### src/design/bidir_consts.svh
/*
 * Build-time sizes for the bidirectional vector queue
 * BIDIR_FIFO_DEPTH must be at least 2
 */
`ifndef BIDIR_CONSTS_SVH
`define BIDIR_CONSTS_SVH

// Bits in one lane word
`define BIDIR_LANE_BW 8

// Lanes per vector, lane 0 is packed at the MSB end
`define BIDIR_VSIZE 4

// Default number of tagged vectors held by the shared FIFO
`define BIDIR_FIFO_DEPTH 4

`endif

### src/design/bidir_pkg.sv
/*
 * Types shared by the bidirectional vector queue and its testbench
 * Widths come from bidir_consts.svh
 * Direction 0 is forward (dst0), direction 1 is backward (dst1)
 */
`include "bidir_consts.svh"

package bidir_pkg;

	// ==================================================
	// Payload
	// ==================================================

	// One lane word
	typedef logic [`BIDIR_LANE_BW-1:0] lane_t;

	// Ascending range keeps lane 0 of the vector in the top bits
	typedef lane_t [0:`BIDIR_VSIZE-1] vec_t;

	// ==================================================
	// Direction tag
	// ==================================================
	typedef logic [0:0] dir_t;

	localparam dir_t DIR_FWD = 1'b0;
	localparam dir_t DIR_BWD = 1'b1;

	// FIFO entry with the tag above the payload
	typedef struct packed {
		dir_t dir;
		vec_t data;
	} tagged_vec_t;

endpackage

### src/design/rdyack_fifo.sv
/*
 * Circular-buffer FIFO of tagged vectors with rdy/ack on both sides
 * DEPTH must be at least 2, any value, not only powers of two
 * in_ack and out_data are combinational, no fall-through from in to out
 * A write is taken while full when the head leaves in the same cycle
 */
`timescale 1ns/1ps
`include "bidir_consts.svh"

module rdyack_fifo
	import bidir_pkg::*;
#(
	parameter int DEPTH = `BIDIR_FIFO_DEPTH
) (
	input  logic        clk,
	input  logic        rst_n,
	input  logic        in_rdy,
	output logic        in_ack,
	input  tagged_vec_t in_data,
	output logic        out_rdy,
	input  logic        out_ack,
	output tagged_vec_t out_data
);

	localparam int PTR_W = (DEPTH > 1) ? $clog2(DEPTH) : 1;
	localparam int CNT_W = $clog2(DEPTH + 1);

	// ==================================================
	// Storage and pointers
	// ==================================================

	// One tagged vector per entry
	tagged_vec_t mem [DEPTH];

	logic [PTR_W-1:0] wr_ptr;
	logic [PTR_W-1:0] rd_ptr;
	logic [CNT_W-1:0] count;

	logic full;
	logic empty;
	logic do_wr;
	logic do_rd;

	// ==================================================
	// Handshake
	// ==================================================
	always_comb begin
		full  = (count == CNT_W'(DEPTH));
		empty = (count == '0);
		// Head is visible as soon as one entry exists
		out_rdy  = !empty;
		out_data = mem[rd_ptr];
		// Full buffer still accepts when the head drains this cycle
		in_ack = in_rdy && (!full || out_ack);
		do_wr  = in_ack;
		do_rd  = out_rdy && out_ack;
	end

	// ==================================================
	// State update
	// ==================================================
	always_ff @(posedge clk) begin
		if (!rst_n) begin
			wr_ptr <= '0;
			rd_ptr <= '0;
			count  <= '0;
		end else begin
			if (do_wr) begin
				// Wrap explicitly so DEPTH need not be a power of two
				if (wr_ptr == PTR_W'(DEPTH - 1)) begin
					wr_ptr <= '0;
				end else begin
					wr_ptr <= wr_ptr + 1'b1;
				end
			end
			if (do_rd) begin
				if (rd_ptr == PTR_W'(DEPTH - 1)) begin
					rd_ptr <= '0;
				end else begin
					rd_ptr <= rd_ptr + 1'b1;
				end
			end
			// Simultaneous read and write leaves the count unchanged
			if (do_wr && !do_rd) begin
				count <= count + 1'b1;
			end else if (do_rd && !do_wr) begin
				count <= count - 1'b1;
			end
		end
	end

	// Payload write
	always_ff @(posedge clk) begin
		if (do_wr) begin
			mem[wr_ptr] <= in_data;
		end
	end

endmodule

### src/design/src_rr_arbiter.sv
/*
 * Two-way round-robin source arbiter, combinational grant
 * At most one request is passed downstream in any cycle
 * After reset forward wins the first contested cycle
 */
`timescale 1ns/1ps

module src_rr_arbiter
	import bidir_pkg::*;
(
	input  logic clk,
	input  logic rst_n,
	input  logic req0_rdy,
	output logic req0_ack,
	input  logic req1_rdy,
	output logic req1_ack,
	output logic grant_rdy,
	output dir_t grant_dir,
	input  logic grant_ack
);

	// Direction of the last completed transfer
	dir_t last_dir;

	// ==================================================
	// Grant selection
	// ==================================================
	always_comb begin
		grant_rdy = req0_rdy || req1_rdy;
		if (req0_rdy && req1_rdy) begin
			// A contested cycle serves the side not served last
			grant_dir = (last_dir == DIR_FWD) ? DIR_BWD : DIR_FWD;
		end else if (req1_rdy) begin
			grant_dir = DIR_BWD;
		end else begin
			// Forward is also the idle value while grant_rdy is low
			grant_dir = DIR_FWD;
		end
		// Only the granted side sees the downstream ack
		req0_ack = grant_ack && req0_rdy && (grant_dir == DIR_FWD);
		req1_ack = grant_ack && req1_rdy && (grant_dir == DIR_BWD);
	end

	// Pointer moves only on an accepted transfer
	always_ff @(posedge clk) begin
		if (!rst_n) begin
			last_dir <= DIR_BWD;
		end else if (grant_rdy && grant_ack) begin
			last_dir <= grant_dir;
		end
	end

endmodule

### src/design/bidir_fifo.sv
/*
 * Bidirectional FIFO, one queue shared by forward and backward streams
 * Expects a single source request per cycle, src_dir names its side
 * Strict FIFO across both directions, the head blocks the other consumer
 * Both consumers read d01_data, only the matching dst rdy qualifies it
 */
`timescale 1ns/1ps
`include "bidir_consts.svh"

module bidir_fifo
	import bidir_pkg::*;
#(
	parameter int DEPTH = `BIDIR_FIFO_DEPTH
) (
	input  logic clk,
	input  logic rst_n,
	input  logic src_rdy,
	input  dir_t src_dir,
	output logic src_ack,
	input  vec_t s0_data,
	input  vec_t s1_data,
	output logic dst0_rdy,
	input  logic dst0_ack,
	output logic dst1_rdy,
	input  logic dst1_ack,
	output vec_t d01_data
);

	tagged_vec_t fifo_in;
	tagged_vec_t fifo_out;
	logic        fifo_out_rdy;
	logic        fifo_out_ack;

	// ==================================================
	// Write side tagging
	// ==================================================
	always_comb begin
		fifo_in.dir  = src_dir;
		fifo_in.data = (src_dir == DIR_FWD) ? s0_data : s1_data;
	end

	// ==================================================
	// Read side steering
	// ==================================================
	always_comb begin
		// Head is offered only to the consumer its tag names
		dst0_rdy = fifo_out_rdy && (fifo_out.dir == DIR_FWD);
		dst1_rdy = fifo_out_rdy && (fifo_out.dir == DIR_BWD);
		// An ack counts only from the consumer that was offered the head
		fifo_out_ack = (dst0_rdy && dst0_ack) || (dst1_rdy && dst1_ack);
		d01_data = fifo_out.data;
	end

	// Shared storage for both directions
	rdyack_fifo #(
		.DEPTH(DEPTH)
	) u_fifo (
		.clk     (clk),
		.rst_n   (rst_n),
		.in_rdy  (src_rdy),
		.in_ack  (src_ack),
		.in_data (fifo_in),
		.out_rdy (fifo_out_rdy),
		.out_ack (fifo_out_ack),
		.out_data(fifo_out)
	);

endmodule

### src/design/bidir_queue_top.sv
/*
 * Bidirectional vector queue, top level
 * Producers may request together, the arbiter serialises them
 * Minimum latency from src accept to dst rdy is one cycle
 */
`timescale 1ns/1ps
`include "bidir_consts.svh"

module bidir_queue_top
	import bidir_pkg::*;
(
	input  logic clk,
	input  logic rst_n,
	// Forward producer
	input  logic src0_rdy,
	output logic src0_ack,
	input  vec_t src0_data,
	// Backward producer
	input  logic src1_rdy,
	output logic src1_ack,
	input  vec_t src1_data,
	// Consumers, shared data port
	output logic dst0_rdy,
	input  logic dst0_ack,
	output logic dst1_rdy,
	input  logic dst1_ack,
	output vec_t dst_data
);

	// Arbiter to queue request
	logic arb_rdy;
	dir_t arb_dir;
	logic arb_ack;

	src_rr_arbiter u_arb (
		.clk      (clk),
		.rst_n    (rst_n),
		.req0_rdy (src0_rdy),
		.req0_ack (src0_ack),
		.req1_rdy (src1_rdy),
		.req1_ack (src1_ack),
		.grant_rdy(arb_rdy),
		.grant_dir(arb_dir),
		.grant_ack(arb_ack)
	);

	bidir_fifo #(
		.DEPTH(`BIDIR_FIFO_DEPTH)
	) u_bidir (
		.clk     (clk),
		.rst_n   (rst_n),
		.src_rdy (arb_rdy),
		.src_dir (arb_dir),
		.src_ack (arb_ack),
		.s0_data (src0_data),
		.s1_data (src1_data),
		.dst0_rdy(dst0_rdy),
		.dst0_ack(dst0_ack),
		.dst1_rdy(dst1_rdy),
		.dst1_ack(dst1_ack),
		.d01_data(dst_data)
	);

endmodule

### config.mk
export PLATFORM = sky130hd
export DESIGN_NAME = bidir_queue_top
export DESIGN_NICKNAME = d
export VERILOG_FILES = /design/src/design/bidir_pkg.sv /design/src/design/rdyack_fifo.sv /design/src/design/src_rr_arbiter.sv /design/src/design/bidir_fifo.sv /design/src/design/bidir_queue_top.sv
export VERILOG_INCLUDE_DIRS = /design/src /design/src/design
export SDC_FILE = /design/constraint.sdc
export NUM_CORES = 1
export LEC_CHECK = 0
export ABC_AREA = 1
export BUFFER_PORTS_ARGS = -buffer_cell sky130_fd_sc_hd__buf_2
export CORE_ASPECT_RATIO = 0.7
export CORE_MARGIN = 2
export CORE_UTILIZATION = 55
export DETAILED_ROUTE_END_ITERATION = 7
export PLACE_DENSITY = 0.87
export SLEW_MARGIN = 20
export SYNTH_ARGS = -nofsm -noshare
export SYNTH_HDL_FRONTEND = slang
export SYNTH_SLANG_ARGS = --single-unit
### constraint.sdc
create_clock -name clk -period 3.2 [get_ports clk]
set_input_delay 0.32 -clock clk [delete_from_list [all_inputs] [get_ports clk]]
set_output_delay 0.32 -clock clk [all_outputs]
set_load 0.05 [all_outputs]
==> metrics.txt, run 1 <==
GR Layer Usage met2 41.0%; Warnings, synthesis 0; worst-path fanout max 64; largest family of logic cells by synthesized area simple AND/OR/NAND/NOR gates; Netlist cell types 23; Placed Instances approximately 720; CTS resizes 0; leak pwr approximately 2.8 nW; Num CTS Buffers 17; CP Data Required Time roughly 2900 ps; Max rail drop VDD 944 uV; Slew Limit Fails 0; postcts setup bufs 0; layout cells sized above 1 25.2%; setup TNS 0 ps; CP startpoint kind flip-flop; Hold Crit Class input port to flip-flop; Int Pwr around 4.5 mW; Synth Area in Compound Gates 9.87%; final hold vios 0; Yosys reg bits between 100 and 150; mux cell area share after synthesis 0%; Antenna Cells 0; Final min period 2600 ps; CTS Hold Bufs 0; data arrival time of the critical path approximately 2300 ps; asr flop ratio synth 0%; post-synth top area cell edfxtp_1; Clock transition at path regs around 60 ps; Slew @ Worst Pin 676 ps; Syn Std Cell Area 5830 sq um; initial DRC count 459; Synth Instances about 500; GR Overflow Total 0; largest net degree at the start of global routing 65; share of total power in sequential cells 32.6%; Sink Count 142; # port buffers 105; PwrDens 1150 nW/um^2; Worst Path Class, Setup flip-flop to output pin; period utilization 81.1%; Initial Util ~57%; clock skew 7.56 ps; busiest layer in global routing met2; post-synthesis simple-gate area fraction roughly 14%; max cap viols 0; CTS tree done; DIE AREA 11500 sq um; met3 usage in global routing 6.07%; Post-Layout Cell Count 756; All-Layer GR Usage approximately 24%; initial antenna violation count 0; final core occ 69.2%; Design Power 8.24 mW; GP Congestion 0.764; Psw 3.70 mW; DR WL/cell approximately 18 um; Ports 106; # H-tree levels 4; Core ar. 10300 sq um; RSZ-0062 raised after global routing false; via density per instance 5.57; Worst slew margin 54.8%; ys flop type edfxtp_1; Seq/Total Area, Yosys 71.4%; sw frac 44.9%; Synth Area in XOR/XNOR 0%; Gate power share 43.9%; FP Rows 31; nets just under 700; Area Overhead vs Synth 22.4%; drt first pass iters 7; Bufs on Longest Clock Path 2; # setup viols final 0; syn avg cell area 11.6 sq um; die height 90.2 um; EDFF count, synth 132; vias in the first global route roughly 4300; total wire length 13.6 mm; Worst setup EP type output pin; Clk network pwr share a little under a quarter; Synth top area share 68.0%; status finished, final reports clean; Post-DP HPWL 8.10 mm; via count approximately 4200; first-pass GRT wire length 20.9 mm; worst skew pair latency about 420 ps; GR Util met1 between 30% and 40%; post-route ant nets 0; DRC viols 0; Net Count, Synth 580; Hold Worst Slack 190 ps; Post-Synth Adder-Cell Area 1.63%; CTS root buf clkbuf_16; fmax 385 MHz; DIE WIDTH 127 um; top post-synthesis cells by area edfxtp_1, nand2_1, o21ai_0
power groups by stage:
stage	clock network, mW	logic, mW	registers, mW
CTS	1.95	3.61	2.69
global placement	0	3.48	2.69
finish	1.93	3.62	2.69
global route	2.01	3.85	2.72
detailed placement	0	3.57	2.72
floorplan	0	2.69	2.65
routing by layer:
layer | part of all wire (%) | up-vias
li1 | - | 2000
met1 | 41 | 1982
met2 | 50 | 207
met3 | 7.5 | 25
met4 | 1.8 | 0
met5 | 0 | -
state kept, by name, summed over array words and instances, names as in the netlist, named ones only:
register and flops:
u_bidir.u_fifo.rd_ptr 2, u_bidir.u_fifo.mem 132, u_bidir.u_fifo.wr_ptr 2, u_arb.last_dir 1, u_bidir.u_fifo.count 3
cells in the final DEF, fill, tap and decap left out:
master,count
a21oi_1,6
buf_12,3
buf_2,105
buf_4,7
bufinv_16,3
clkbuf_1,3
clkbuf_16,17
clkinv_1,3
clkinv_2,2
clkinvlp_4,5
dfxtp_1,9
dfxtp_2,1
edfxtp_1,132
fa_1,1
ha_1,6
inv_1,16
inv_2,2
nand2_1,109
nand2_2,2
nand2_4,1
nand3_1,5
nand3_2,3
nand3_4,1
nand4_1,1
nor2_1,74
nor2_4,4
nor3_1,1
o21ai_0,69
o22ai_1,32
or2_2,1
final cells by class:
cell class	instances	area, sq um
well taps	132	165
repair buffers	115	638
multi-input cells	316	1520
flip-flops and latches	142	4170
inverters	19	71.3
clock inverters	12	145
fillers	720	3180
clock buffers	20	437
cell usage after synthesis, types with 3 or more instances:
library cell	instances
nand3_2	3
edfxtp_1	132
nand3_1	5
nor2_1	78
o22ai_1	32
nand2_1	109
a21oi_1	6
clkbuf_1	18
o21ai_0	69
ha_1	6
dfxtp_1	10
buf_2	7
inv_1	17
critical path, stage by stage (launching register included):
cell,delay (ps)
dfxtp_2,450
inv_2,110
buf_4,520
o21ai_0,220
o22ai_1,240
buf_2,320
kinds of logic after synthesis:
family                     Yosys count
AOI/OAI and AO/OA                  107
DFF                                142
buffers and inverters               45
and+or+nand+nor                    202
adders and majority gates            7
path summary, 6_finish.rpt:
kind	startpoint	endpoint	slack, ps	cells after the start
min	rst_n	u_arb.last_dir	190	2
max	flip-flop	dst_data[30]	600	5
min reg2reg	u_arb.last_dir	u_arb.last_dir	490	2
max reg2reg	flip-flop	u_bidir.u_fifo.count[2]	640	16
stage by stage:
stage / setup WS (ps) / instance area (sq um)
after floorplan: 390 / 5830
after global placement: 800 / 6560
after detailed placement: 683 / 6560
after CTS: 608 / 7140
after global routing: 331 / 7140
final: 604 / 7140
Note: power is estimated with default switching activity, not from simulation.
==> inputs of run 2 (changes only) <==
Settings changed: CORE_UTILIZATION 55 to 50, PLACE_DENSITY 0.87 to 0.84.
Clock period 3.2 ns to 2.2 ns, I/O delays scaled along.
==> run 2 against run 1 <==
Sequential power is 43% higher. Worst hold slack got worse by 120 ps. Clock-buffer cell count fell by 2. Clock power is 63% higher. Flip-flop and latch count did not move. Critical path type unchanged. First-iteration DRC count decreased by 19%. Core utilization fell by 3.3 points. Clock skew shrank 2.4 ps.
==> metrics.txt, run 2 (synthesis gave the netlist of run 1 again) <==
fmax between 400 and 500 MHz; Psw 5.46 mW; Slew @ Worst Pin 392 ps; DRC viols 0; die height 94.4 um; first-pass GRT wire length 21.5 mm; PnR worst setup slack 42.8 ps; Slew Limit Fails 0; dpl ws -4.21 ps; R2R Path End u_bidir.u_fifo.count[2]; vias in the first global route roughly 4300; layout cells sized above 1 a little over a quarter; GR Overflow Total 0; largest net degree at the start of global routing 41; initial antenna violation count 0; drt first pass iters 4; max reg flops 132; commonest cells after routing, fill and taps aside edfxtp_1, nand2_1, buf_2; Hold Crit Class input port to flip-flop; Biggest register u_bidir.u_fifo.mem; DIE AREA 12600 sq um; Core ar. 11200 sq um; Worst Path Class, Setup flip-flop to output pin; FP Rows 32; Top Registers u_bidir.u_fifo.mem (132), u_bidir.u_fifo.count (3); Worst setup EP type output pin; Initial Util between 50% and 60%; nets ~700; Ports 106; leak pwr 2.95 nW; Antenna Cells 0; CP max stage delay 340 ps; CP Cell Sequence inv_1 -> buf_6 -> o21ai_0 -> o22ai_1 -> buf_2; Gate power share 44.1%; Worst slew margin 73.8%; Storage cell area around 4200 sq um; commonest non-fill, non-tap cell in the layout edfxtp_1; total wire length 13.8 mm; # setup viols final 0; clock skew 5.16 ps; worst-path fanout max 32; Num CTS Buffers 17; Worst R2R Setup Slack 110 ps; DP Area 6680 sq um; Clock transition at path regs 50 ps; Post-Layout Cell Count between 700 and 800; CTS resizes 0; fill count roughly 800; All-Layer GR Usage 23.1%; Placed Instances 755; Clk network pwr share 25.1%; data arrival time of the critical path 1940 ps; CTS root buf clkbuf_16; final hold vios 0; Max rail drop VDD 1130 uV; CP startpoint kind flip-flop; CTS Hold Bufs 0; Setup crit end dst_data[31]; RSZ-0062 raised after global routing true; CP max stage cell dfxtp_2; Final min period 2160 ps; DIE WIDTH 133 um; postcts setup bufs 0; period utilization between 90% and 100%; max cap viols 0; final core occ 65.9%; via density per instance 5.45; GP Congestion 0.761; status finished, final reports clean; initial DRC count roughly 370; # port buffers ~110; Multi-input gate area 1530 sq um; DR WL/cell ~18 um; CTS tree done; Sink Count 142; Int Pwr 7.08 mW; sw frac 43.5%; post-route ant nets 0; Area Overhead vs Synth 26.3%; Bufs on Longest Clock Path 2; via count 4285; worst skew pair latency 420 ps; Post-DP HPWL 8.44 mm; fin area 7360 sq um; PwrDens 1700 nW/um^2; CP Data Required Time 1980 ps; # H-tree levels 4; share of total power in sequential cells 30.8%; cells on worst reg2reg path 15
-- run 2: critical path, delay by kind of cell, from the launching register on --
family	cells	cell delay [ps]
compound gates	2	460
buf+inv	3	720
flops	1	340
-- run 2: how the worst min path moves through the flow --
stage,slack [ps],end,from,cells past startpoint
6_report,70,u_arb.last_dir,rst_n,2
5_1_grt,70,u_arb.last_dir,rst_n,2
4_1_cts,50,u_arb.last_dir,rst_n,2
3_5_place_dp,460,u_arb.last_dir,u_arb.last_dir,2
3_3_place_gp,480,u_bidir.u_fifo.count[2],u_bidir.u_fifo.count[2],2
2_1_floorplan,300,u_arb.last_dir,rst_n,1
-- run 2: power groups by stage --
| stage | Combinational [mW] | Clock (mW) | Sequential (mW) |
|---|---|---|---|
| after floorplan | 3.92 | 0 | 3.84 |
| after global placement | 5.30 | 0 | 3.85 |
| after detailed placement | 5.43 | 0 | 3.88 |
| after CTS | 5.49 | 3.18 | 3.84 |
| after global routing | 5.90 | 3.31 | 3.90 |
| final | 5.53 | 3.15 | 3.86 |
-- run 2: cell type report --
class                      count  share of cell area, %
sequential                   142                   56.6
multi-input combinational    316                   20.8
timing repair buffer         125                   10.2
clock buffer                  18                   5.83
clock inverter                13                   2.97
tap                          153                   2.60
inverter                      19                   1.00
-- run 2: layer usage --
| layer | vias to the layer above | track usage (%) | share of wire [%] |
|---|---|---|---|
| met5 | - | 0 | 0 |
| met4 | 0 | 8.78 | 1.6 |
| met3 | 21 | 6.55 | 8.0 |
| met2 | 190 | 38.5 | 48 |
| met1 | 2067 | 29.2 | 43 |
| li1 | 2007 | - | - |
-- run 2: through the flow --
step                hold slack (ps)  total power [mW]  setup TNS (ps)
finish                         67.8              12.5               0
global route                   69.0              13.1            -115
CTS                            50.7              12.5               0
detailed placement              463              9.31           -4.21
global placement                479              9.15               0
floorplan                       304              7.76           -9320
